File: src/mips_pkg.sv
`default_nettype none

package mips_pkg;

	typedef logic [31:0] word_t;

	localparam int IMEM_WORDS = 256;
	localparam int DMEM_WORDS = 256;
	localparam int FIFO_DEPTH = 4;
	localparam int IMEM_AW    = $clog2(IMEM_WORDS);	// word index bits
	localparam int DMEM_AW    = $clog2(DMEM_WORDS);
	localparam int FIFO_AW    = $clog2(FIFO_DEPTH);

	localparam logic [5:0] OP_SP   = 6'b000000;	// r-type, funct selects
	localparam logic [5:0] OP_JP   = 6'b000010;
	localparam logic [5:0] OP_JAL  = 6'b000011;
	localparam logic [5:0] OP_BEQ  = 6'b000100;
	localparam logic [5:0] OP_BNE  = 6'b000101;
	localparam logic [5:0] OP_ADDI = 6'b001000;
	localparam logic [5:0] OP_ANDI = 6'b001100;
	localparam logic [5:0] OP_ORI  = 6'b001101;
	localparam logic [5:0] OP_LW   = 6'b100011;
	localparam logic [5:0] OP_SW   = 6'b101011;
	localparam logic [5:0] OP_IN   = 6'b111011;	// pop console input into rd
	localparam logic [5:0] OP_OUT  = 6'b111100;	// push rs to console output
	localparam logic [5:0] OP_LW_I = 6'b111110;	// debug load, runs as nop

	localparam logic [5:0] FUNCT_SLL = 6'b000000;
	localparam logic [5:0] FUNCT_SRL = 6'b000010;
	localparam logic [5:0] FUNCT_SRA = 6'b000011;
	localparam logic [5:0] FUNCT_JR  = 6'b001000;
	localparam logic [5:0] FUNCT_ADD = 6'b100000;
	localparam logic [5:0] FUNCT_SUB = 6'b100010;
	localparam logic [5:0] FUNCT_AND = 6'b100100;
	localparam logic [5:0] FUNCT_OR  = 6'b100101;
	localparam logic [5:0] FUNCT_XOR = 6'b100110;
	localparam logic [5:0] FUNCT_SLT = 6'b101010;

	typedef enum logic [3:0] {
		ALU_SLL  = 4'd0,
		ALU_SRL  = 4'd1,
		ALU_SRA  = 4'd2,
		ALU_ADD  = 4'd3,
		ALU_SUB  = 4'd4,
		ALU_AND  = 4'd5,
		ALU_OR   = 4'd6,
		ALU_XOR  = 4'd7,
		ALU_SLT  = 4'd8,
		ALU_EQ   = 4'd9,	// beq compare
		ALU_NE   = 4'd10,	// bne compare
		ALU_NONE = 4'd15
	} alu_op_e;

	typedef enum logic [1:0] {WB_NONE, WB_MEM, WB_ALU, WB_LINK} wb_sel_e;
	typedef enum logic [1:0] {OP2_RT, OP2_SHAMT, OP2_IMM, OP2_NONE} op2_sel_e;
	typedef enum logic [1:0] {DEST_RD, DEST_RT, DEST_R31, DEST_NONE} dest_sel_e;
	typedef enum logic [1:0] {PC_REG, PC_JUMP, PC_BRANCH, PC_SEQ} pc_sel_e;

	// field order follows the 18 bit decode table, msb first
	typedef struct packed {
		logic      reg_write;
		wb_sel_e   wb_sel;
		op2_sel_e  op2_sel;
		logic      op1_is_rs;	// 0 picks rt, used by the shifts
		alu_op_e   alu_op;
		dest_sel_e dest_sel;
		pc_sel_e   pc_sel;
		logic      mem_write;
		logic      mem_read;
		logic      io_in;
		logic      io_out;
	} ctrl_t;

	typedef struct packed {
		word_t      data;
		logic [1:0] port;	// low immediate bits of OUT
	} out_beat_t;

	typedef struct packed {
		pc_sel_e pc_sel;
		logic    taken;
		word_t   reg_target;	// rs for jr
		logic    stall;
	} branch_t;

endpackage

`default_nettype wire

File: src/operator.sv
`timescale 1ns/1ns
`default_nettype none

module operator (
	input  wire [5:0]      opcode,
	input  wire [5:0]      funct,
	output mips_pkg::ctrl_t ctrl
);

	// bit layout: wr_wb_op2_op1_alu_dest_pc_mw_mr_in_out
	always_comb begin
		case (opcode)
			mips_pkg::OP_SP: begin
				case (funct)
					mips_pkg::FUNCT_SLL:
						ctrl = mips_pkg::ctrl_t'(18'b1_10_01_0_0000_00_11_0_0_0_0);
					mips_pkg::FUNCT_SRL:
						ctrl = mips_pkg::ctrl_t'(18'b1_10_01_0_0001_00_11_0_0_0_0);
					mips_pkg::FUNCT_SRA:
						ctrl = mips_pkg::ctrl_t'(18'b1_10_01_0_0010_00_11_0_0_0_0);
					mips_pkg::FUNCT_JR:
						ctrl = mips_pkg::ctrl_t'(18'b0_00_00_1_0011_11_00_0_0_0_0);
					mips_pkg::FUNCT_ADD:
						ctrl = mips_pkg::ctrl_t'(18'b1_10_00_1_0011_00_11_0_0_0_0);
					mips_pkg::FUNCT_SUB:
						ctrl = mips_pkg::ctrl_t'(18'b1_10_00_1_0100_00_11_0_0_0_0);
					mips_pkg::FUNCT_AND:
						ctrl = mips_pkg::ctrl_t'(18'b1_10_00_1_0101_00_11_0_0_0_0);
					mips_pkg::FUNCT_OR:
						ctrl = mips_pkg::ctrl_t'(18'b1_10_00_1_0110_00_11_0_0_0_0);
					mips_pkg::FUNCT_XOR:
						ctrl = mips_pkg::ctrl_t'(18'b1_10_00_1_0111_00_11_0_0_0_0);
					mips_pkg::FUNCT_SLT:
						ctrl = mips_pkg::ctrl_t'(18'b1_10_00_1_1000_00_11_0_0_0_0);
					default:	// unknown funct, no write
						ctrl = mips_pkg::ctrl_t'(18'b0_00_11_1_1111_00_11_0_0_0_0);
				endcase
			end
			mips_pkg::OP_JP:
				ctrl = mips_pkg::ctrl_t'(18'b0_00_11_1_1111_11_01_0_0_0_0);
			mips_pkg::OP_JAL:	// link pc+4 into r31
				ctrl = mips_pkg::ctrl_t'(18'b1_11_11_1_1111_10_01_0_0_0_0);
			mips_pkg::OP_BEQ:
				ctrl = mips_pkg::ctrl_t'(18'b0_00_00_1_1001_00_10_0_0_0_0);
			mips_pkg::OP_BNE:
				ctrl = mips_pkg::ctrl_t'(18'b0_00_00_1_1010_00_10_0_0_0_0);
			mips_pkg::OP_ADDI:
				ctrl = mips_pkg::ctrl_t'(18'b1_10_10_1_0011_01_11_0_0_0_0);
			mips_pkg::OP_ANDI:
				ctrl = mips_pkg::ctrl_t'(18'b1_10_10_1_0101_01_11_0_0_0_0);
			mips_pkg::OP_ORI:
				ctrl = mips_pkg::ctrl_t'(18'b1_10_10_1_0110_01_11_0_0_0_0);
			mips_pkg::OP_LW:
				ctrl = mips_pkg::ctrl_t'(18'b1_01_10_1_0011_01_11_0_1_0_0);
			mips_pkg::OP_SW:
				ctrl = mips_pkg::ctrl_t'(18'b0_10_10_1_0011_11_11_1_0_0_0);
			mips_pkg::OP_IN:
				ctrl = mips_pkg::ctrl_t'(18'b0_00_11_1_1111_00_11_0_0_1_0);
			mips_pkg::OP_OUT:
				ctrl = mips_pkg::ctrl_t'(18'b0_00_11_1_1111_11_11_0_0_0_1);
			mips_pkg::OP_LW_I:	// debug load decodes to nop
				ctrl = mips_pkg::ctrl_t'(18'b0_00_11_1_1111_00_11_0_0_0_0);
			default:
				ctrl = mips_pkg::ctrl_t'(18'b0_00_11_1_1111_00_11_0_0_0_0);
		endcase
	end

endmodule

`default_nettype wire

File: config.mk
export PLATFORM = sky130hd
export DESIGN_NAME = operator
export DESIGN_NICKNAME = d
export VERILOG_FILES = /design/src/mips_pkg.sv /design/src/operator.sv
export SDC_FILE = /design/constraint.sdc
export NUM_CORES = 1
export LEC_CHECK = 0
export ABC_AREA = 1
export BUFFER_PORTS_ARGS = -buffer_cell sky130_fd_sc_hd__clkbuf_2
export CAP_MARGIN = 40
export CORE_ASPECT_RATIO = 1.1
export CORE_MARGIN = 2
export CORE_UTILIZATION = 30
export DETAILED_ROUTE_END_ITERATION = 10
export GPL_ROUTABILITY_DRIVEN = 0
export PLACE_DENSITY_LB_ADDON = 0.08
export REMOVE_ABC_BUFFERS = 1
export SLEW_MARGIN = 20
export SYNTH_ARGS = -nofsm -noshare
export SYNTH_HDL_FRONTEND = slang
export SYNTH_SLANG_ARGS = --single-unit
File: constraint.sdc
create_clock -name vclk -period 3.5
set_clock_uncertainty 0.2 [all_clocks]
set_input_delay 0.7 -clock vclk [all_inputs]
set_output_delay 0.7 -clock vclk [all_outputs]
set_load 0.01 [all_outputs]
==> results.sh <==
export IMPL_status="complete, no violations"
export IMPL_seqPwrFrac_pct=0
export IMPL_p_clk_share_pct=0
export IMPL_synth_top_cell_area_share_pct=21.3
export IMPL_startpoint_type="input port"
export IMPL_post_cts_setup_buffer_count=0
export IMPL_n_fill_cell=256
export IMPL_regArea_sq_um=0
export IMPL_die_x_um=47.8
export IMPL_grt_pass1_wl_mm=2.79
export IMPL_power_density_mw_per_mm2=90.1
export IMPL_final_antenna_net_count=0
export IMPL_end_kind="output pin"
export IMPL_endpoint="ctrl[8]"
export IMPL_grt_max_degree=11
export IMPL_netlist_area_sq_um=633
export IMPL_maxSlewHeadroom_pct=75.2
export IMPL_yosys_warnings=0
export IMPL_drive_above_1_share_pct=30.0
export IMPL_fp_dieH_um=52.2
export IMPL_wl_met1_um=717
export IMPL_hold_violations=0
export IMPL_start_util_pct=31.7
export IMPL_route_detailed_drc=0
export IMPL_max_freq_mhz=368
export IMPL_routedWlPerCell_um=9.51
export IMPL_setup_tns_ns=0
export IMPL_ios=30
export IMPL_rows=17
export IMPL_internal_power_uw=26.6
export IMPL_crit_type="input port to output pin"
export IMPL_worst_ep_required_time_ns=2.60
export IMPL_ys_types=15
export IMPL_power_uw=73.7
export IMPL_fp_dieArea_sq_mm=0.00249
export IMPL_combPwrFrac_pct=100.0
export IMPL_grt_overflow=0
export IMPL_coreArea_sq_mm=0.00200
export IMPL_area_growth_pct=29.2
export IMPL_synthTopCellsByArea="nand3_1, nand2_1, inv_1"
export IMPL_setup_viol=0
export IMPL_final_util_pct=40.9
export IMPL_nFlopsAndLatches=0
export IMPL_fin_crit_ns=2.72
export IMPL_slew_viol_final=0
export IMPL_postCtsHoldBufs=0
export IMPL_top_layer="met3"
export IMPL_ctsResizeCount=0
export IMPL_num_vias=899
export IMPL_p_switching_uw=47.1
export IMPL_viasPerCell=4.78
export IMPL_critPathLaunch="funct[5]"
export IMPL_seq_area_frac_synth_pct=0
export IMPL_numPortBuffers=30
export IMPL_path_max_fanout=6
export IMPL_worstPathArrival_ns=1.82
export IMPL_ir_drop_mv=0.0326
export IMPL_rsz0062_at_grt="no"
export IMPL_syn_inst=130
export IMPL_setup_slack_ns=0.780
export IMPL_max_cap_violations=0
export IMPL_drt_iter0_markers=9
export IMPL_clkbuf_count=0
export IMPL_sw_frac_of_total_pct=63.9
export IMPL_wl_mm=1.79
export IMPL_worst_pin_slew_ns=0.371
export IMPL_antenna_found_initial=0
export IMPL_wl_met3_um=57
export IMPL_antenna_cells=0
export IMPL_synth_top_cell_by_area="nand3_1"
export IMPL_timing_final_crit_share_pct=77.7
export IMPL_min_path_type="input port to output pin"
export IMPL_grt_use_total_pct=14.6
export IMPL_grt_pass1_vias=740
export IMPL_layout_nets=174
export IMPL_syn_area_per_cell_sq_um=4.87
export IMPL_pre_cts_ws_ns=0.769
export IMPL_dp_hpwl_mm=1.63
export IMPL_p_leak_uw=0.000552
export IMPL_met2_length_mm=1.01
export IMPL_drtPass1Iterations=4
[per-stage QoR]
| step | area [sq um] | hold slack, ns | instances |
|---|---|---|---|
| 6_report | 818 | 1.52 | 188 |
| 5_1_grt | 818 | 1.55 | 188 |
| 4_1_cts | 818 | 1.52 | 188 |
| 3_5_place_dp | 818 | 1.52 | 188 |
| 3_3_place_gp | 818 | 1.52 | 188 |
| 2_1_floorplan | 633 | 1.25 | 130 |
[cell type report]
cell class / instances / area, sq um / area share (%)
Multi-Input combinational cell: 103 / 532 / 65.0
Timing Repair Buffer: 30 / 150 / 18.3
Inverter: 27 / 101 / 12.4
Tap cell: 28 / 35.0 / 4.28
[cells in the mapped netlist, drive strengths merged]
library cell and n:
a21oi 1, o21ai 2, nor2 30, nor4 1, nand2 28, nand3b 1
inv 27, nand3 30, nand4 10
[cells by family (layout without fill, tap and decap cells)]
logic type,after synthesis,count (layout),share of synthesized area [%]
compound gates,3,3,2.37
buf+inv,27,57,16.0
simple gates,100,100,81.6
[critical path: stages]
cell and delay [ns]:
clkbuf_2 0.10, inv_1 0.04, nor2_1 0.29, nand3_1 0.16
inv_1 0.08, nor2_1 0.06, nand3_2 0.12, nand4_1 0.12
clkbuf_2 0.14
[metal layers]
| metal | vias to the layer above | track usage, % |
|---|---|---|
| met5 | - | 0 |
| met4 | 0 | 0 |
| met3 | 0 | 0 |
| met2 | 14 | 31.8 |
| met1 | 403 | 15.1 |
| li1 | 482 | - |
[how the worst min path moves through the flow]
| stage | to | from | depth (start not counted) | slack, ns |
|---|---|---|---|---|
| finish | ctrl[15] | opcode[4] | 3 | 1.52 |
| global route | ctrl[15] | opcode[4] | 3 | 1.55 |
| CTS | ctrl[15] | opcode[4] | 3 | 1.52 |
| detailed placement | ctrl[15] | opcode[4] | 3 | 1.52 |
| global placement | ctrl[15] | opcode[4] | 3 | 1.52 |
| floorplan | ctrl[15] | opcode[3] | 1 | 1.25 |
[cells in the final DEF, fill, tap and decap left out, types with 2 or more instances in the layout]
master,instances
nand2_2,3
nor2_2,6
o21ai_0,2
nor2_4,2
nor2_1,22
nand2_1,25
clkbuf_2,30
inv_1,24
nand3_2,2
nand4_1,10
inv_2,3
nand3_1,27
[power by group through the flow]
stage,Combinational [uW],Clock (uW),Sequential [uW]
after floorplan,44.1,0,0
after global placement,73.5,0,0
after detailed placement,74.0,0,0
after CTS,74.2,0,0
after global routing,83.1,0,0
final,73.7,0,0
Power figures use the tool's default switching activity.
