### config.mk
export PLATFORM = sky130hd
export DESIGN_NAME = stream_fifo
export DESIGN_NICKNAME = d
export VERILOG_FILES = /design/src/mips_pkg.sv /design/src/stream_fifo.sv
export SDC_FILE = /design/constraint.sdc
export NUM_CORES = 1
export LEC_CHECK = 0
export ABC_AREA = 1
export BUFFER_PORTS_ARGS = -buffer_cell sky130_fd_sc_hd__buf_2
export CAP_MARGIN = 30
export CELL_PAD_IN_SITES_DETAIL_PLACEMENT = 0
export CELL_PAD_IN_SITES_GLOBAL_PLACEMENT = 1
export CORE_ASPECT_RATIO = 1.4
export CORE_UTILIZATION = 53
export CTS_BUF_LIST = sky130_fd_sc_hd__clkbuf_4
export DETAILED_ROUTE_END_ITERATION = 8
export HOLD_SLACK_MARGIN = 0.12
export PLACE_DENSITY = 0.84
export SKIP_LAST_GASP = 1
export SLEW_MARGIN = 25
export SYNTH_ARGS = -nofsm -noshare
export SYNTH_HDL_FRONTEND = slang
export SYNTH_SLANG_ARGS = --single-unit
### constraint.sdc
create_clock -name clk -period 5.25 [get_ports clk]
set_input_delay 0 -clock clk [delete_from_list [all_inputs] [get_ports clk]]
set_output_delay 0 -clock clk [all_outputs]
set_load 0.01 [all_outputs]
### src/mips_pkg.sv
`default_nettype none

package mips_pkg;

	typedef logic [31:0] word_t;

	localparam int IMEM_WORDS = 256;
	localparam int DMEM_WORDS = 256;
	localparam int FIFO_DEPTH = 4;
	localparam int IMEM_AW    = $clog2(IMEM_WORDS);	// word index bits
	localparam int DMEM_AW    = $clog2(DMEM_WORDS);
	localparam int FIFO_AW    = $clog2(FIFO_DEPTH);

	localparam logic [5:0] OP_SP   = 6'b000000;	// r-type, funct selects
	localparam logic [5:0] OP_JP   = 6'b000010;
	localparam logic [5:0] OP_JAL  = 6'b000011;
	localparam logic [5:0] OP_BEQ  = 6'b000100;
	localparam logic [5:0] OP_BNE  = 6'b000101;
	localparam logic [5:0] OP_ADDI = 6'b001000;
	localparam logic [5:0] OP_ANDI = 6'b001100;
	localparam logic [5:0] OP_ORI  = 6'b001101;
	localparam logic [5:0] OP_LW   = 6'b100011;
	localparam logic [5:0] OP_SW   = 6'b101011;
	localparam logic [5:0] OP_IN   = 6'b111011;	// pop console input into rd
	localparam logic [5:0] OP_OUT  = 6'b111100;	// push rs to console output
	localparam logic [5:0] OP_LW_I = 6'b111110;	// debug load, runs as nop

	localparam logic [5:0] FUNCT_SLL = 6'b000000;
	localparam logic [5:0] FUNCT_SRL = 6'b000010;
	localparam logic [5:0] FUNCT_SRA = 6'b000011;
	localparam logic [5:0] FUNCT_JR  = 6'b001000;
	localparam logic [5:0] FUNCT_ADD = 6'b100000;
	localparam logic [5:0] FUNCT_SUB = 6'b100010;
	localparam logic [5:0] FUNCT_AND = 6'b100100;
	localparam logic [5:0] FUNCT_OR  = 6'b100101;
	localparam logic [5:0] FUNCT_XOR = 6'b100110;
	localparam logic [5:0] FUNCT_SLT = 6'b101010;

	typedef enum logic [3:0] {
		ALU_SLL  = 4'd0,
		ALU_SRL  = 4'd1,
		ALU_SRA  = 4'd2,
		ALU_ADD  = 4'd3,
		ALU_SUB  = 4'd4,
		ALU_AND  = 4'd5,
		ALU_OR   = 4'd6,
		ALU_XOR  = 4'd7,
		ALU_SLT  = 4'd8,
		ALU_EQ   = 4'd9,	// beq compare
		ALU_NE   = 4'd10,	// bne compare
		ALU_NONE = 4'd15
	} alu_op_e;

	typedef enum logic [1:0] {WB_NONE, WB_MEM, WB_ALU, WB_LINK} wb_sel_e;
	typedef enum logic [1:0] {OP2_RT, OP2_SHAMT, OP2_IMM, OP2_NONE} op2_sel_e;
	typedef enum logic [1:0] {DEST_RD, DEST_RT, DEST_R31, DEST_NONE} dest_sel_e;
	typedef enum logic [1:0] {PC_REG, PC_JUMP, PC_BRANCH, PC_SEQ} pc_sel_e;

	// field order follows the 18 bit decode table, msb first
	typedef struct packed {
		logic      reg_write;
		wb_sel_e   wb_sel;
		op2_sel_e  op2_sel;
		logic      op1_is_rs;	// 0 picks rt, used by the shifts
		alu_op_e   alu_op;
		dest_sel_e dest_sel;
		pc_sel_e   pc_sel;
		logic      mem_write;
		logic      mem_read;
		logic      io_in;
		logic      io_out;
	} ctrl_t;

	typedef struct packed {
		word_t      data;
		logic [1:0] port;	// low immediate bits of OUT
	} out_beat_t;

	typedef struct packed {
		pc_sel_e pc_sel;
		logic    taken;
		word_t   reg_target;	// rs for jr
		logic    stall;
	} branch_t;

endpackage

`default_nettype wire

### src/stream_fifo.sv
`timescale 1ns/1ns
`default_nettype none

module stream_fifo #(
	parameter type T = mips_pkg::word_t
) (
	input  wire  clk,
	input  wire  rst,
	input  wire  in_valid,
	output logic in_ready,
	input  wire  T in_data,
	output logic out_valid,
	input  wire  out_ready,
	output T     out_data
);

	localparam logic [mips_pkg::FIFO_AW-1:0] LAST = mips_pkg::FIFO_AW'(mips_pkg::FIFO_DEPTH - 1);
	localparam logic [mips_pkg::FIFO_AW:0]   FULL = (mips_pkg::FIFO_AW + 1)'(mips_pkg::FIFO_DEPTH);

	T                           buf_mem [mips_pkg::FIFO_DEPTH];
	logic [mips_pkg::FIFO_AW-1:0] wr_ptr;
	logic [mips_pkg::FIFO_AW-1:0] rd_ptr;
	logic [mips_pkg::FIFO_AW:0]   count;
	logic                       push;
	logic                       pop;

	assign in_ready  = (count != FULL);
	assign out_valid = (count != '0);
	assign out_data  = buf_mem[rd_ptr];
	assign push      = in_valid && in_ready;
	assign pop       = out_valid && out_ready;

	always_ff @(posedge clk) begin
		if (rst) begin
			wr_ptr <= '0;
			rd_ptr <= '0;
			count  <= '0;
		end else begin
			if (push) wr_ptr <= (wr_ptr == LAST) ? '0 : wr_ptr + 1'b1;
			if (pop)  rd_ptr <= (rd_ptr == LAST) ? '0 : rd_ptr + 1'b1;
			count <= count + {{mips_pkg::FIFO_AW{1'b0}}, push} - {{mips_pkg::FIFO_AW{1'b0}}, pop};
		end
	end

	always_ff @(posedge clk) begin
		if (push) buf_mem[wr_ptr] <= in_data;	// payload storage
	end

	// count and pointer distance agree unless a slot was overrun or reread
	a_occupancy: assert property (
		@(posedge clk) disable iff (rst)
			count <= FULL && 32'(wr_ptr) == (32'(rd_ptr) + 32'(count)) % mips_pkg::FIFO_DEPTH
	) else $error("fifo pushed while full or popped while empty");

endmodule

`default_nettype wire

==> tab_implementation.tex <==
\begin{tabular}{lr}
\hline
Metric & Value \\
\hline
\multicolumn{2}{l}{\textbf{Setup path}} \\
Critical-path top delay cell & sky130\_fd\_sc\_hd\_\_fa\_1 \\
CP Data Arrival Time & 2760 ps \\
Startpoint class of the critical path & flop \\
Largest stage delay on the critical path & 380 ps \\
Worst-path cell chain & nor2\_1 > nand2\_1 > nand2\_1 > ha\_1 > inv\_1 > ha\_1 > inv\_1 > fa\_1 > o21ai\_0 > nor2\_1 \\
Kind of capture point of the worst setup path & flop \\
FF-to-FF End & count[2] \\
Startpoint of the worst register-to-register path & count[1] \\
Type of the worst setup path & flop to flop \\
Critical Path Fanout Max & 6 \\
Reg-to-reg slack, setup & 2930 ps \\
Required @ worst endpoint & 5690 ps \\
Worst r2r path cells & 10 \\
\multicolumn{2}{l}{\textbf{Placement}} \\
Estimated wirelength of the detail-placed design & 5680 um \\
Placer congestion estimate & 0.755 \\
Post-placement worst setup slack & 2960 ps \\
Instance area at placement & 5770 um\^{}2 \\
Count of port buffers added during placement & 69 \\
\multicolumn{2}{l}{\textbf{Global route}} \\
Number of antenna violations at the first check in global routing & 0 \\
Total GRT Usage & 21.0\% \\
Wire length of the first global-routing pass & 15700 um \\
Pin count of the biggest net entering global routing & 66 \\
GRT Residual Overflow & 0 \\
Number of global-route vias before repair & 3269 \\
\multicolumn{2}{l}{\textbf{Pwr}} \\
Standby leakage power & 2.34 nW \\
Power density normalized to cell area & 461 nW/um\^{}2 \\
Total power of the final layout & 2.97 mW \\
Worst supply voltage drop on vdd & 0.258 mV \\
\multicolumn{2}{l}{\textbf{STA}} \\
Unrepaired setup endpoints after global routing & no \\
Relative max-transition margin & 51.0\% \\
Final clock skew & 10.9 ps \\
Post-route fraction of the period consumed by the critical path & 44.1\% \\
Achievable Freq & 0.431 GHz \\
Final hold viol count & 0 \\
Number of setup violations in the final report & 0 \\
Number of slew-limit violations in the final report & 0 \\
Slack of the critical path & 2930 ps \\
Pin slew with the least headroom to its limit & 733 ps \\
Setup total negative slack & 0 ps \\
Time the worst path needs with I/O delays and setup & 2320 ps \\
\multicolumn{2}{l}{\textbf{Floorplan}} \\
Area of the die & 10400 um\^{}2 \\
CORE AREA & 9560 um\^{}2 \\
Site Rows & 42 \\
Die Span Y & 120 um \\
Starting Density & 55.2\% \\
Die Span X & 86.3 um \\
Number of ports placed on the die boundary & 70 \\
\multicolumn{2}{l}{\textbf{Clocking}} \\
Root buffer cell & sky130\_fd\_sc\_hd\_\_clkbuf\_4 \\
TritonCTS Buffers & 17 \\
Total number of clock tree sinks & 137 \\
CTS H-tree depth & 4 \\
Clock transition at the register clock pins on the worst setup and hold paths after CTS & 110 ps \\
Number of buffers between clock root and the deepest sink & 2 \\
Clock latency on the worst-skew pair & 540 ps \\
Cts repair resizes & 0 \\
CTS tree & built \\
\multicolumn{2}{l}{\textbf{Route}} \\
DR WL/cell & 15.5 um \\
Number of DRC markers in iteration 0 & 176 \\
Count of vias placed by the detailed router & 3310 \\
ANT nets after route & 0 \\
First-pass iteration count of the detailed router & 4 \\
DRC & 0 \\
Routed wire length & 9770 um \\
Number of vias per cell & 5.24 \\
\multicolumn{2}{l}{\textbf{Flow run}} \\
Number of max-cap violations & 0 \\
\multicolumn{2}{l}{\textbf{Worst hold path}} \\
Terminating pin of the worst hold path & count[0] \\
Path class of the lowest-slack min-delay path & input port to flop \\
Hold\_sp & rst \\
Hold depth & 3 \\
\multicolumn{2}{l}{\textbf{Synthesis}} \\
Top cells by area, synth & sky130\_fd\_sc\_hd\_\_edfxtp\_1 (73\%), sky130\_fd\_sc\_hd\_\_nor2\_1 (5.4\%), sky130\_fd\_sc\_hd\_\_o22ai\_1 (3.8\%) \\
Cell type with the largest total area after synthesis & sky130\_fd\_sc\_hd\_\_edfxtp\_1 \\
Sequential share of the synthesized area & 76.3\% \\
Count of different cell masters after synthesis & 19 \\
Average cell area after synthesis & 14.0 um\^{}2 \\
Share of the synthesized area in the top cell type & 72.9\% \\
Post-Syn Area & 5280 um\^{}2 \\
Gate count after technology mapping & 377 \\
Synth warn & 0 \\
Yosys reg bits & 137 \\
Mapped Nets & 421 \\
\multicolumn{2}{l}{\textbf{Layout}} \\
Layout cell share with drive strength beyond 1 & 22.6\% \\
Post-Route Utilization & 67.3\% \\
Design Area, Final & 6440 um\^{}2 \\
\# nets final & 531 \\
Area added between synthesis and finish & 22.0\% \\
Total inserted antenna cells & 0 \\
Filler cells & 729 \\
\multicolumn{2}{l}{\textbf{Outcome}} \\
Status & complete, no violations \\
\hline
\end{tabular}
## sequential cells by signal (all words and copies together) (netlist names), named ones only
register,cells
buf_mem,128
count,3
rd_ptr,2
wr_ptr,2
## logic make-up after synthesis
kind of cell	Yosys count	synth area share, %
and+or+nand+nor	92	6.64
buffers and inverters	37	4.41
DFF	137	76.3
adders and majority gates	8	2.04
AOI/OAI and AO/OA	103	10.6
## layout by cell type, fill, tap and decap left out, types with 12 or more instances in the layout
cell / instances
sky130_fd_sc_hd__nor2_1: 72
sky130_fd_sc_hd__inv_1: 16
sky130_fd_sc_hd__edfxtp_1: 128
sky130_fd_sc_hd__clkbuf_4: 18
sky130_fd_sc_hd__o21ai_1: 28
sky130_fd_sc_hd__dlygate4sd3_1: 35
sky130_fd_sc_hd__o22ai_1: 32
sky130_fd_sc_hd__buf_2: 69
sky130_fd_sc_hd__o21ai_0: 37
sky130_fd_sc_hd__nand2_1: 12
## per-layer routing
metal | track usage (%) | part of all wire (%)
met1 | 24.3 | 40
met2 | 35.5 | 53
met3 | 5.85 | 4.3
met4 | 10.3 | 2.6
met5 | 0 | 0
## area by class of cell
class / instances / area (um^2) / area share, %
Sequential cell: 137 / 4030 / 62.5
Timing Repair Buffer: 110 / 808 / 12.6
Clock inverter: 14 / 180 / 2.80
Inverter: 18 / 75.1 / 1.17
Multi-Input combinational cell: 203 / 1050 / 16.3
Tap cell: 132 / 165 / 2.57
Clock buffer: 18 / 135 / 2.10
## per-stage QoR
step                      hold slack (ps)  std cells
after detailed placement              201        565
after floorplan                      66.7        377
after CTS                             128        632
after global placement                197        561
after global routing                  139        632
final                                 170        632
## power breakdown
part           switching [mW]  internal (mW)
Clock                   0.359          0.377
Sequential             0.0383           1.34
Combinational           0.548          0.310
## critical path: cells and delay by family (launching register included)
kind	cells	cell delay [ps]
and+or+nand+nor	4	780
buffers and inverters	2	100
adders and majority gates	3	800
AOI/OAI and AO/OA	1	170
DFF	1	370
## what timing repair did
action	in CTS	in global routing
endpoints found under the hold margin	137	0
hold buffers	35	0
buffers inserted	0	0
## worst max path at each step
| stage | from | endpoint | depth (start not counted) |
|---|---|---|---|
| final | count[1] | count[2] | 10 |
| after global routing | count[1] | count[2] | 10 |
| after CTS | count[1] | count[2] | 10 |
| after detailed placement | count[1] | count[2] | 10 |
| after global placement | count[1] | count[2] | 10 |
| after floorplan | count[1] | buf_mem[0][0] | 4 |
## cell usage after synthesis
cell,instances
sky130_fd_sc_hd__a21boi_0,2
sky130_fd_sc_hd__a21oi_1,4
sky130_fd_sc_hd__buf_2,6
sky130_fd_sc_hd__buf_4,3
sky130_fd_sc_hd__buf_6,9
sky130_fd_sc_hd__clkbuf_1,1
sky130_fd_sc_hd__dfxtp_1,9
sky130_fd_sc_hd__edfxtp_1,128
sky130_fd_sc_hd__fa_1,1
sky130_fd_sc_hd__ha_1,7
sky130_fd_sc_hd__inv_1,16
sky130_fd_sc_hd__inv_2,1
sky130_fd_sc_hd__inv_8,1
sky130_fd_sc_hd__nand2_1,12
sky130_fd_sc_hd__nand3_1,4
sky130_fd_sc_hd__nor2_1,76
sky130_fd_sc_hd__o21ai_0,37
sky130_fd_sc_hd__o21ai_1,28
sky130_fd_sc_hd__o22ai_1,32
No activity file was read; power rests on OpenSTA's default activity.
