--- src/mips_pkg.sv ---
`default_nettype none

package mips_pkg;

	typedef logic [31:0] word_t;

	localparam int IMEM_WORDS = 256;
	localparam int DMEM_WORDS = 256;
	localparam int FIFO_DEPTH = 4;
	localparam int IMEM_AW    = $clog2(IMEM_WORDS);	// word index bits
	localparam int DMEM_AW    = $clog2(DMEM_WORDS);
	localparam int FIFO_AW    = $clog2(FIFO_DEPTH);

	localparam logic [5:0] OP_SP   = 6'b000000;	// r-type, funct selects
	localparam logic [5:0] OP_JP   = 6'b000010;
	localparam logic [5:0] OP_JAL  = 6'b000011;
	localparam logic [5:0] OP_BEQ  = 6'b000100;
	localparam logic [5:0] OP_BNE  = 6'b000101;
	localparam logic [5:0] OP_ADDI = 6'b001000;
	localparam logic [5:0] OP_ANDI = 6'b001100;
	localparam logic [5:0] OP_ORI  = 6'b001101;
	localparam logic [5:0] OP_LW   = 6'b100011;
	localparam logic [5:0] OP_SW   = 6'b101011;
	localparam logic [5:0] OP_IN   = 6'b111011;	// pop console input into rd
	localparam logic [5:0] OP_OUT  = 6'b111100;	// push rs to console output
	localparam logic [5:0] OP_LW_I = 6'b111110;	// debug load, runs as nop

	localparam logic [5:0] FUNCT_SLL = 6'b000000;
	localparam logic [5:0] FUNCT_SRL = 6'b000010;
	localparam logic [5:0] FUNCT_SRA = 6'b000011;
	localparam logic [5:0] FUNCT_JR  = 6'b001000;
	localparam logic [5:0] FUNCT_ADD = 6'b100000;
	localparam logic [5:0] FUNCT_SUB = 6'b100010;
	localparam logic [5:0] FUNCT_AND = 6'b100100;
	localparam logic [5:0] FUNCT_OR  = 6'b100101;
	localparam logic [5:0] FUNCT_XOR = 6'b100110;
	localparam logic [5:0] FUNCT_SLT = 6'b101010;

	typedef enum logic [3:0] {
		ALU_SLL  = 4'd0,
		ALU_SRL  = 4'd1,
		ALU_SRA  = 4'd2,
		ALU_ADD  = 4'd3,
		ALU_SUB  = 4'd4,
		ALU_AND  = 4'd5,
		ALU_OR   = 4'd6,
		ALU_XOR  = 4'd7,
		ALU_SLT  = 4'd8,
		ALU_EQ   = 4'd9,	// beq compare
		ALU_NE   = 4'd10,	// bne compare
		ALU_NONE = 4'd15
	} alu_op_e;

	typedef enum logic [1:0] {WB_NONE, WB_MEM, WB_ALU, WB_LINK} wb_sel_e;
	typedef enum logic [1:0] {OP2_RT, OP2_SHAMT, OP2_IMM, OP2_NONE} op2_sel_e;
	typedef enum logic [1:0] {DEST_RD, DEST_RT, DEST_R31, DEST_NONE} dest_sel_e;
	typedef enum logic [1:0] {PC_REG, PC_JUMP, PC_BRANCH, PC_SEQ} pc_sel_e;

	// field order follows the 18 bit decode table, msb first
	typedef struct packed {
		logic      reg_write;
		wb_sel_e   wb_sel;
		op2_sel_e  op2_sel;
		logic      op1_is_rs;	// 0 picks rt, used by the shifts
		alu_op_e   alu_op;
		dest_sel_e dest_sel;
		pc_sel_e   pc_sel;
		logic      mem_write;
		logic      mem_read;
		logic      io_in;
		logic      io_out;
	} ctrl_t;

	typedef struct packed {
		word_t      data;
		logic [1:0] port;	// low immediate bits of OUT
	} out_beat_t;

	typedef struct packed {
		pc_sel_e pc_sel;
		logic    taken;
		word_t   reg_target;	// rs for jr
		logic    stall;
	} branch_t;

endpackage

`default_nettype wire

--- src/exec_unit.sv ---
`timescale 1ns/1ns
`default_nettype none

module exec_unit (
	input  wire mips_pkg::ctrl_t ctrl,
	input  wire mips_pkg::word_t instr,
	input  wire mips_pkg::word_t pc_next_seq,
	input  wire mips_pkg::word_t rs_data,
	input  wire mips_pkg::word_t rt_data,
	input  wire mips_pkg::word_t mem_rdata,
	input  wire mips_pkg::word_t in_word,
	input  wire                  in_avail,
	input  wire                  out_space,
	output logic                 wr_en,
	output logic [4:0]           wr_addr,
	output mips_pkg::word_t      wr_data,
	output logic                 mem_we,
	output mips_pkg::word_t      mem_addr,
	output mips_pkg::word_t      mem_wdata,
	output logic                 in_pop,
	output logic                 out_push,
	output mips_pkg::out_beat_t  out_beat,
	output mips_pkg::branch_t    branch
);

	mips_pkg::word_t op1;
	mips_pkg::word_t op2;
	mips_pkg::word_t imm_ext;
	mips_pkg::word_t alu_res;
	logic            zero_ext;
	logic            stall;

	// andi and ori take the immediate unsigned
	assign zero_ext = (ctrl.alu_op == mips_pkg::ALU_AND || ctrl.alu_op == mips_pkg::ALU_OR);
	assign imm_ext  = zero_ext ? {16'd0, instr[15:0]} : {{16{instr[15]}}, instr[15:0]};
	assign op1      = ctrl.op1_is_rs ? rs_data : rt_data;

	always_comb begin
		case (ctrl.op2_sel)
			mips_pkg::OP2_RT:    op2 = rt_data;
			mips_pkg::OP2_SHAMT: op2 = {27'd0, instr[10:6]};
			mips_pkg::OP2_IMM:   op2 = imm_ext;
			mips_pkg::OP2_NONE:  op2 = '0;
			default:             op2 = '0;
		endcase
	end

	always_comb begin
		case (ctrl.alu_op)
			mips_pkg::ALU_SLL: alu_res = op1 << op2[4:0];
			mips_pkg::ALU_SRL: alu_res = op1 >> op2[4:0];
			mips_pkg::ALU_SRA: alu_res = $signed(op1) >>> op2[4:0];
			mips_pkg::ALU_ADD: alu_res = op1 + op2;
			mips_pkg::ALU_SUB: alu_res = op1 - op2;
			mips_pkg::ALU_AND: alu_res = op1 & op2;
			mips_pkg::ALU_OR:  alu_res = op1 | op2;
			mips_pkg::ALU_XOR: alu_res = op1 ^ op2;
			mips_pkg::ALU_SLT: alu_res = {31'd0, $signed(op1) < $signed(op2)};
			mips_pkg::ALU_EQ:  alu_res = {31'd0, op1 == op2};
			mips_pkg::ALU_NE:  alu_res = {31'd0, op1 != op2};
			default:           alu_res = '0;
		endcase
	end

	// missing fifo word or slot freezes the whole core
	assign stall = (ctrl.io_in && !in_avail) || (ctrl.io_out && !out_space);

	always_comb begin
		case (ctrl.dest_sel)
			mips_pkg::DEST_RT:  wr_addr = instr[20:16];
			mips_pkg::DEST_R31: wr_addr = 5'd31;
			default:            wr_addr = instr[15:11];	// rd, also for in
		endcase
	end

	always_comb begin
		case (ctrl.wb_sel)
			mips_pkg::WB_MEM:  wr_data = mem_rdata;
			mips_pkg::WB_ALU:  wr_data = alu_res;
			mips_pkg::WB_LINK: wr_data = pc_next_seq;
			default:           wr_data = in_word;	// only in writes with no wb source
		endcase
	end

	assign wr_en     = (ctrl.reg_write || ctrl.io_in) && !stall;
	assign mem_we    = ctrl.mem_write && !stall;
	assign mem_addr  = alu_res;	// rs + simm
	assign mem_wdata = rt_data;

	assign in_pop        = ctrl.io_in && in_avail;
	assign out_push      = ctrl.io_out && out_space;
	assign out_beat.data = rs_data;
	assign out_beat.port = instr[1:0];

	assign branch.pc_sel     = ctrl.pc_sel;
	assign branch.taken      = (ctrl.pc_sel == mips_pkg::PC_BRANCH) && alu_res[0];
	assign branch.reg_target = rs_data;
	assign branch.stall      = stall;

	// decode never marks one word as both in and out
	always_comb begin
		a_io_excl: assert (!(in_pop && out_push)) else $error("in_pop and out_push together");
	end

endmodule

`default_nettype wire

--- config.mk ---
export PLATFORM = sky130hd
export DESIGN_NAME = exec_unit
export DESIGN_NICKNAME = d
export VERILOG_FILES = /design/src/mips_pkg.sv /design/src/exec_unit.sv
export SDC_FILE = /design/constraint.sdc
export NUM_CORES = 1
export LEC_CHECK = 0
export BUFFER_PORTS_ARGS = -buffer_cell sky130_fd_sc_hd__buf_2
export CORE_UTILIZATION = 35
export DETAILED_ROUTE_END_ITERATION = 12
export GPL_TIMING_DRIVEN = 1
export SLEW_MARGIN = 0
export SYNTH_ARGS = -nofsm -noshare
export SYNTH_HDL_FRONTEND = slang
export SYNTH_SLANG_ARGS = --single-unit
--- constraint.sdc ---
create_clock -name vclk -period 18.85
set_input_delay 3.77 -clock vclk [all_inputs]
set_output_delay 3.77 -clock vclk [all_outputs]
set_load 0.01 [all_outputs]
==> flow_metrics.py, run 1 <==
metrics = {
    "synthesis": {
        "yosysTopAreaCell": "ha_1",
        "synth.top_cell.area_share_pct": 11.3,
        "yosys_warnings": 0,
        "ys_seq_area_share_pct": 0,
        "syn_inst": 1662,
        "synth_cell_types": 88,
        "synthTopCellsByArea": "ha_1, mux2i_1, mux4_2",
        "synth_nets": 1981,
        "syn-cell-area_mm2": 0.0116,
        "avgSynthCellArea_um2": 7.00,
    },
    "power": {
        "vdd_drop_max_mv": 0.0241,
        "p_leak_nw": 5.94,
        "power.density_mw_per_mm2": 42.7,
        "finalPower_mw": 0.559,
    },
    "job": {
        "max-cap-violations": 0,
    },
    "routing": {
        "routed_via_density": 6.49,
        "drt_pre_antenna_iters": 7,
        "drt_wl_total_um": 61800,
        "wire_per_inst_um": 27.0,
        "drc": 0,
        "vias": 14900,
        "initialDrtViolationCount": 1768,
        "postRouteAntennaNets": 0,
    },
    "floorplanning": {
        "io_pins": 387,
        "die-height_um": 184,
        "num_rows": 66,
        "chipWidth_um": 184,
        "core_mm2": 0.0326,
        "start_util_pct": 35.7,
        "die_area_mm2": 0.0340,
    },
    "timing": {
        "setup_ws_ns": 5.36,
        "slew_headroom_pct": 20.4,
        "tightest_slew_ns": 1.19,
        "min_period_over_period_pct": 71.5,
        "rsz0062_at_grt": "false",
        "max_freq_mhz": 74.2,
        "hold_viol": 0,
        "tns_ns": 0,
        "slew_violations": 0,
        "fin_crit_ns": 13.49,
        "setup_viol_count_final": 0,
    },
    "final_layout": {
        "seq_area_um2": 0,
        "seq_cell_count": 0,
        "syn_to_final_growth_pct": 12.3,
        "drive_gt1_share_pct": 27.8,
        "clock_buffers": 0,
        "n_antenna_cell": 0,
        "final_net_count": 2169,
    },
    "setup_path": {
        "path_max_fanout": 25,
        "cp_cell_sequence": "buf_2, nand2b_1, nor2_1, nand3b_1, a21oi_1, o21a_1, ha_1, nor4_1, nand2_1, nor3_1, nand3_1, nor3_1, mux2i_1, a221o_1, a211o_1, mux4_2, buf_2",
        "worst-setup-path-type": "input pin to output pin",
        "cp_data_arrival_time_ns": 9.72,
        "end_kind": "output pin",
        "startpoint_type": "input pin",
        "max_stage_delay_ns": 0.97,
        "slowest_stage": "a21oi_1",
        "worstPathRequired_ns": 15.08,
    },
    "min_path": {
        "holdPathEnd": "branch[34]",
        "holdCritPathClass": "input pin to output pin",
        "worstHoldStart": "ctrl[4]",
        "min_path_cells": 2,
    },
    "clocking": {
        "ctsResizeCount": 0,
        "hold_buffers": 0,
        "post_cts_buffers": 0,
    },
    "global_routing": {
        "grt_usage_pct": 34.8,
        "grt_pass1_vias": 13300,
        "grt-ovfl-total": 0,
        "antenna_found_initial": 1,
        "grt_max_degree": 54,
        "grt_first_pass_wirelength_um": 88500,
    },
    "run_status": {
        "status": "finished clean",
    },
    "placed_design": {
        "portBuffers": 375,
        "dp_hpwl_um": 49800,
        "dp_slack_ns": 5.57,
        "gp_congestion": 1.02,
    },
}
-- metal layers --
metal	share of wire [%]	track usage (%)	vias up
li1	-	-	6554
met3	8.8	3.66	141
met1	41	45.8	7143
met5	0.021	0	-
met2	45	55.7	1020
met4	5.9	18.0	2
-- logic make-up (layout without fill, tap and decap cells) --
kind of cell | after synthesis | after routing | synth area share (%)
XOR/XNOR | 9 | 9 | 0.677
AO/OA/AOI/OAI | 595 | 595 | 35.4
buffers and inverters | 324 | 510 | 14.4
AND/OR/NAND/NOR | 449 | 449 | 18.0
adder cells (fa/ha/maj) | 107 | 107 | 11.6
multiplexers | 178 | 178 | 19.9
-- worst max path at each step --
stage                        start    endpoint  slack, ns
after floorplan           ctrl[11]  wr_data[0]       6.73
after global placement     ctrl[8]  wr_data[0]       5.70
final                      ctrl[9]  wr_data[0]       5.36
after detailed placement   ctrl[8]  wr_data[0]       5.57
after global routing       ctrl[8]  wr_data[0]       5.14
after CTS                  ctrl[8]  wr_data[0]       5.56
-- cell usage in the layout (no fill, tap or decap), types with 12 or more instances in the layout --
master	n
o22ai_1	21
o221ai_1	25
a211oi_1	14
a221oi_1	22
buf_4	33
o21a_1	24
mux2i_1	114
nor2_1	138
nand2_1	141
mux2_2	22
inv_1	98
nand4_1	12
ha_1	105
a21oi_1	108
a31oi_1	19
o21ai_0	107
a22oi_1	24
o31ai_1	14
o211ai_1	79
nor4_1	12
buf_2	375
nor2b_1	12
nand3_1	39
mux4_2	38
and3_1	12
nor3_1	24
o21ai_1	12
-- area by class of cell --
class / count / area (µm²)
Timing Repair Buffer: 408 / 2120
Multi-Input combinational cell: 1338 / 10000
Inverter: 102 / 383
Fill cell: 3536 / 19500
Tap cell: 442 / 553
-- worst max-delay path: cells and delay by family --
family / cells / cell delay (ns)
fa+ha+maj: 1 / 0.40
compound gates: 4 / 1.99
buf+inv: 2 / 0.63
mux: 2 / 0.58
simple gates: 8 / 2.31
-- cells in the mapped netlist (10+ instances only) --
library cell  count
nand3_1          39
o211ai_1         79
inv_1            98
mux2i_1         114
o2111ai_1        11
nand2b_1         11
o22ai_1          21
a22oi_1          24
and3_1           12
nand4_1          12
o21ai_1          12
o21ai_0         107
nor2_1          138
a211oi_1         14
ha_1            105
nor2b_1          12
nor3_1           25
buf_4           106
buf_2            21
o221ai_1         25
and2_1           10
mux2_2           22
o31ai_1          14
a21o_1           11
clkbuf_1         73
a31oi_1          19
nand2_1         141
nor4_1           13
a21oi_1         108
buf_1            17
mux4_2           38
a221oi_1         22
o21a_1           24
a211o_1          10
-- through the flow --
step	std cells	cell area [µm²]	hold WS [ns]	utilization, %
after CTS	2290	13100	7.74	40.1
final	2290	13100	7.74	40.1
after detailed placement	2290	13100	7.74	40.1
after global routing	2290	13100	7.75	40.1
after floorplan	1662	11600	7.63	-
after global placement	2290	13100	7.74	40.1
-- where the power goes --
part           internal, mW  switching (mW)
Combinational         0.193           0.365
Clock                     0               0
Sequential                0               0
Total                 0.193           0.365
No activity file was read; power rests on OpenSTA's default activity.
==> run 2: changes to the inputs <==
- clock period: 18.85 -> 11.7 ns (I/O delays scaled with it)
==> run 2 against run 1 <==
Die area unchanged; flip-flop and latch count unchanged; combinational power increased by 62%; utilization increased by 0.20 points; via count increased by 0.59%; design area increased by 0.49%; first-iteration DRC count increased by 0.23%; wire length decreased by 0.25%; highest routed layer is now met4; critical path depth decreased by 1; power increased by 62%; critical path type unchanged; sequential share of layout area unchanged; critical endpoint unchanged.
==> flow_metrics.py, run 2 (synthesis results as in run 1) <==
metrics = {
    "min_path": {
        "holdCritPathClass": "input pin to output pin",
    },
    "final_layout": {
        "clock_buffers": 0,
        "layout_common_cells": "buf_2, nand2_1, nor2_1",
        "drive_gt1_share_pct": 28.1,
        "seq_cell_count": 0,
        "final_util_pct": 40.3,
        "seq_area_um2": 0,
        "syn_to_final_growth_pct": 12.9,
        "final_net_count": 2178,
        "fillerInstances": 3569,
        "final_common_cell": "buf_2",
    },
    "setup_path": {
        "cp.depth": 16,
        "cp_data_arrival_time_ns": 8.29,
        "end_kind": "output pin",
        "max_stage_delay_ns": 0.99,
        "worstPathRequired_ns": 9.36,
        "slowest_stage": "a21oi_1",
        "cp_cell_sequence": "buf_2, nand3b_1, nand3b_1, a21oi_1, o21a_1, ha_1, nor4_1, nand2_1, nor3_1, nand3_1, nor3_1, mux2i_1, a221o_1, a211o_1, mux4_2, buf_2",
        "endpoint": "wr_data[0]",
        "path_max_fanout": 28,
        "startpoint_type": "input pin",
        "crit_family": "simple AND/OR/NAND/NOR gates",
        "worst-setup-path-type": "input pin to output pin",
        "cp-startpoint": "ctrl[8]",
        "worstPathBufferInverterCount": 2,
    },
    "global_routing": {
        "grt_first_pass_wirelength_um": 88500,
        "met3_usage_pct": 3.00,
        "grt-ovfl-total": 0,
        "grt_max_degree": 71,
        "grt_usage_pct": 34.6,
        "antenna_found_initial": 2,
        "grt-busiest-layer": "met2",
        "grt_pass1_vias": 13500,
        "gr-usage-met2_pct": 54.4,
        "grt.met1_usage_pct": 46.1,
    },
    "floorplanning": {
        "chipWidth_um": 184,
        "die-height_um": 184,
        "core_mm2": 0.0326,
        "num_rows": 66,
        "io_pins": 387,
        "die_area_mm2": 0.0340,
        "start_util_pct": 35.7,
    },
    "timing": {
        "max_freq_mhz": 94.1,
        "slew_headroom_pct": 10.0,
        "hold_viol": 0,
        "fin_crit_ns": 10.63,
        "setup_viol_count_final": 0,
        "slew_violations": 0,
        "min_period_over_period_pct": 90.9,
        "rsz0062_at_grt": "false",
        "tns_ns": 0,
        "tightest_slew_ns": 1.35,
    },
    "power": {
        "vdd_drop_max_mv": 0.0409,
        "netSwitchingPower_mw": 0.589,
        "p_leak_nw": 5.98,
        "power.density_mw_per_mm2": 68.8,
        "switching_share_pct": 65.1,
        "internal-power_mw": 0.315,
        "seq_power_share_pct": 0,
        "power_frac_comb_pct": 100.0,
        "clkPwrFrac_pct": 0,
    },
    "routing": {
        "drc": 0,
        "drt_wl_total_um": 61600,
        "routed_via_density": 6.50,
        "drt_pre_antenna_iters": 8,
        "vias": 14900,
        "wire_per_inst_um": 26.8,
        "initialDrtViolationCount": 1772,
        "postRouteAntennaNets": 0,
    },
    "job": {
        "max-cap-violations": 0,
    },
    "placed_design": {
        "dp_hpwl_um": 49800,
        "gp_congestion": 1.09,
        "portBuffers": 375,
    },
    "clocking": {
        "post_cts_buffers": 0,
        "hold_buffers": 0,
        "ctsResizeCount": 0,
    },
    "run_status": {
        "status": "finished clean",
    },
}
## run 2: layer usage
metal  wire length (µm)  part of all wire (%)
met1              24600                    40
met2              27100                    44
met3               5720                   9.3
met5                  0                     0
met4               4200                   6.8
## run 2: final cells by class
type | instances | area (µm²) | area share, %
Tap cell | 442 | 553 | 4.21
Antenna cell | 1 | 2.50 | 0.0190
Multi-Input combinational cell | 1338 | 10000 | 76.2
Timing Repair Buffer | 417 | 2190 | 16.7
Inverter | 102 | 383 | 2.91
## run 2: power by group through the flow
stage / Sequential, mW / Combinational (mW) / Clock, mW
after CTS: 0 / 0.876 / 0
final: 0 / 0.904 / 0.0000000114
after global routing: 0 / 0.958 / 0
after detailed placement: 0 / 0.872 / 0
after global placement: 0 / 0.869 / 0
after floorplan: 0 / 0.570 / 0
## run 2: how the worst min path moves through the flow
stage	from	to	slack, ns	cells after the start
after floorplan	ctrl[3]	mem_we	4.77	2
after global placement	instr[1]	out_beat[1]	4.88	2
after detailed placement	instr[1]	out_beat[1]	4.88	2
after CTS	instr[1]	out_beat[1]	4.88	2
after global routing	rs_data[3]	branch[4]	4.90	2
final	instr[1]	out_beat[1]	4.88	2
## run 2: through the flow
stage                     setup WS, ns  std cells  hold slack [ns]  power [mW]  cell area, µm²
final                             1.07       2300             4.88       0.904           13100
after global routing             0.762       2299             4.90       0.958           13100
after CTS                         1.24       2299             4.88       0.876           13100
after detailed placement          1.25       2299             4.88       0.872           13100
after global placement            1.39       2299             4.88       0.869           13100
after floorplan                   2.44       1662             4.77       0.570           11600
==> run 3: changes to the inputs <==
- ABC_AREA: unset -> 1
==> run 3 against run 2 <==
Die area is 11% higher; via count is 23% higher; first-iteration DRC count is 50% higher; critical endpoint is now wr_data[23].
==> flow_metrics.py, run 3 <==
metrics = {
    "synthesis": {
        "yosys.area_share.xor_xnor_pct": 0.0679,
        "ys_seq_area_share_pct": 0,
        "synth.top_cell.area_share_pct": 24.2,
        "yosysTopAreaCell": "nand2_1",
        "synthTopCellsByArea": "nand2_1, nand3_1, inv_1",
        "syn_inst": 2627,
        "synth_top_family_by_area": "simple AND/OR/NAND/NOR gates",
        "syn-cell-area_mm2": 0.0129,
        "yosysMostFrequentCell": "nand2_1",
        "synth.mux.area_fraction_pct": 0.0873,
        "synth_compound_gate_area_share_pct": 14.4,
        "avgSynthCellArea_um2": 4.91,
        "synth_common_cells": "nand2_1, nand3_1, inv_1",
        "yosys_warnings": 0,
        "synth_nets": 2946,
        "synth_cell_types": 43,
        "synthSimpleGateAreaFrac_pct": 53.5,
        "synth_fa_ha_area_share_pct": 10.5,
    },
    "floorplanning": {
        "chipWidth_um": 194,
        "die-height_um": 194,
        "start_util_pct": 35.9,
        "die_area_mm2": 0.0376,
        "io_pins": 387,
        "core_mm2": 0.0359,
        "num_rows": 69,
    },
    "final_layout": {
        "seq_cell_count": 0,
        "seq_area_um2": 0,
        "drive_gt1_share_pct": 15.6,
        "final_util_pct": 39.6,
        "final_net_count": 3135,
        "syn_to_final_growth_pct": 10.1,
        "clock_buffers": 0,
        "layout_common_cells": "nand2_1, nand3_1, buf_2",
        "final_common_cell": "nand2_1",
    },
    "placed_design": {
        "portBuffers": 375,
        "dp_hpwl_um": 58600,
        "dp_slack_ns": 2.33,
        "gp_congestion": 1.06,
    },
    "min_path": {
        "holdPathEnd": "mem_wdata[11]",
        "worstHoldStart": "rt_data[11]",
        "min_path_cells": 2,
        "holdCritPathClass": "input pin to output pin",
    },
    "routing": {
        "routed_via_density": 5.62,
        "drc": 0,
        "postRouteAntennaNets": 0,
        "drt_pre_antenna_iters": 9,
        "initialDrtViolationCount": 2660,
        "wire_per_inst_um": 21.4,
        "drt_wl_total_um": 70200,
        "vias": 18400,
    },
    "timing": {
        "tightest_slew_ns": 1.13,
        "hold_viol": 0,
        "max_freq_mhz": 105,
        "setup_viol_count_final": 0,
        "tns_ns": 0,
        "slew_headroom_pct": 23.9,
        "min_period_over_period_pct": 81.6,
        "rsz0062_at_grt": "false",
        "holdWs_ns": 4.88,
        "slew_violations": 0,
        "setup_ws_ns": 2.16,
        "fin_crit_ns": 9.54,
    },
    "setup_path": {
        "max_stage_delay_ns": 0.60,
        "cp-startpoint": "ctrl[13]",
        "path_max_fanout": 22,
        "worst-setup-path-type": "input pin to output pin",
        "worstPathRequired_ns": 9.36,
        "end_kind": "output pin",
        "startpoint_type": "input pin",
        "slowest_stage": "nor2_2",
        "cp_data_arrival_time_ns": 7.20,
        "crit_path_frequent_cell": "nand2_1",
        "cp_cell_sequence": "buf_2, nor2_2, inv_1, nand2_1, inv_1, a21oi_1, ha_1, inv_1, nand2_1, nor2_1, nand2_1, nor2_1, nand2_1, nand3_1, nand2_1, nand3_1, nand3_1, nor2_1, nand3_2, nand2_1, a21oi_1, buf_2",
    },
    "job": {
        "max-cap-violations": 0,
    },
    "global_routing": {
        "antenna_found_initial": 1,
        "grt_usage_pct": 35.6,
        "grt_pass1_vias": 16300,
        "grt_first_pass_wirelength_um": 102000,
        "grt_max_degree": 75,
        "grt-ovfl-total": 0,
    },
    "clocking": {
        "post_cts_buffers": 0,
        "ctsResizeCount": 0,
        "hold_buffers": 0,
    },
    "power": {
        "p_leak_nw": 8.37,
        "power.density_mw_per_mm2": 68.3,
        "vdd_drop_max_mv": 0.0456,
    },
    "run_status": {
        "status": "finished clean",
    },
}
-- run 3: changes by cell type after synthesis, sizes merged, moves of 75 or more --
| cell | change |
|---|---|
| nand3 | +441 |
| mux2i | -118 |
| o211ai | -75 |
| inv | +259 |
| nand2 | +693 |
| nor2 | +76 |
-- run 3: layout make-up --
class | instances | area [µm²]
Fill cell | 4338 | 21700
Multi-Input combinational cell | 2043 | 10100
Timing Repair Buffer | 407 | 2120
Inverter | 364 | 1370
Tap cell | 461 | 577
Antenna cell | 1 | 2.50
-- run 3: worst max path at each step --
stage | endpoint | cells past startpoint
after floorplan | wr_data[0] | 24
after global placement | wr_data[23] | 22
after detailed placement | wr_data[23] | 22
after CTS | wr_data[23] | 22
after global routing | wr_data[23] | 22
final | wr_data[23] | 22
-- run 3: cells by family (layout without fill, tap and decap cells) --
kind of cell    after synthesis  after routing
compound gates              328            328
xor+xnor                      1              1
fa+ha+maj                   107            107
buf+inv                     584            771
mux                           1              1
other cells                   0              1
simple gates               1606           1606
-- run 3: critical path, delay by kind of cell --
kind,cells,cell delay [ns]
fa+ha+maj,1,0.45
simple gates,14,2.77
buf+inv,5,1.15
compound gates,2,0.49
-- run 3: through the flow --
stage | cell area (µm²) | std cells | power, mW
floorplan | 12900 | 2627 | 0.624
global route | 14200 | 3276 | 1.05
detailed placement | 14200 | 3275 | 0.936
CTS | 14200 | 3275 | 0.940
finish | 14200 | 3276 | 0.970
global placement | 14200 | 3275 | 0.934
-- run 3: routing by layer --
layer | track usage (%) | vias to the layer above | share of wire [%]
li1 | - | 8796 | -
met1 | 50.8 | 8420 | 44
met2 | 54.3 | 1079 | 42
met3 | 5.06 | 115 | 10
met4 | 11.8 | 0 | 4.0
met5 | 0 | - | 0
-- run 3: power by group --
part              total, mW  internal, mW  switching, mW
clock network  0.0000000114  0.0000000114              0
registers                 0             0              0
logic                 0.970         0.282          0.688
total                 0.970         0.282          0.688
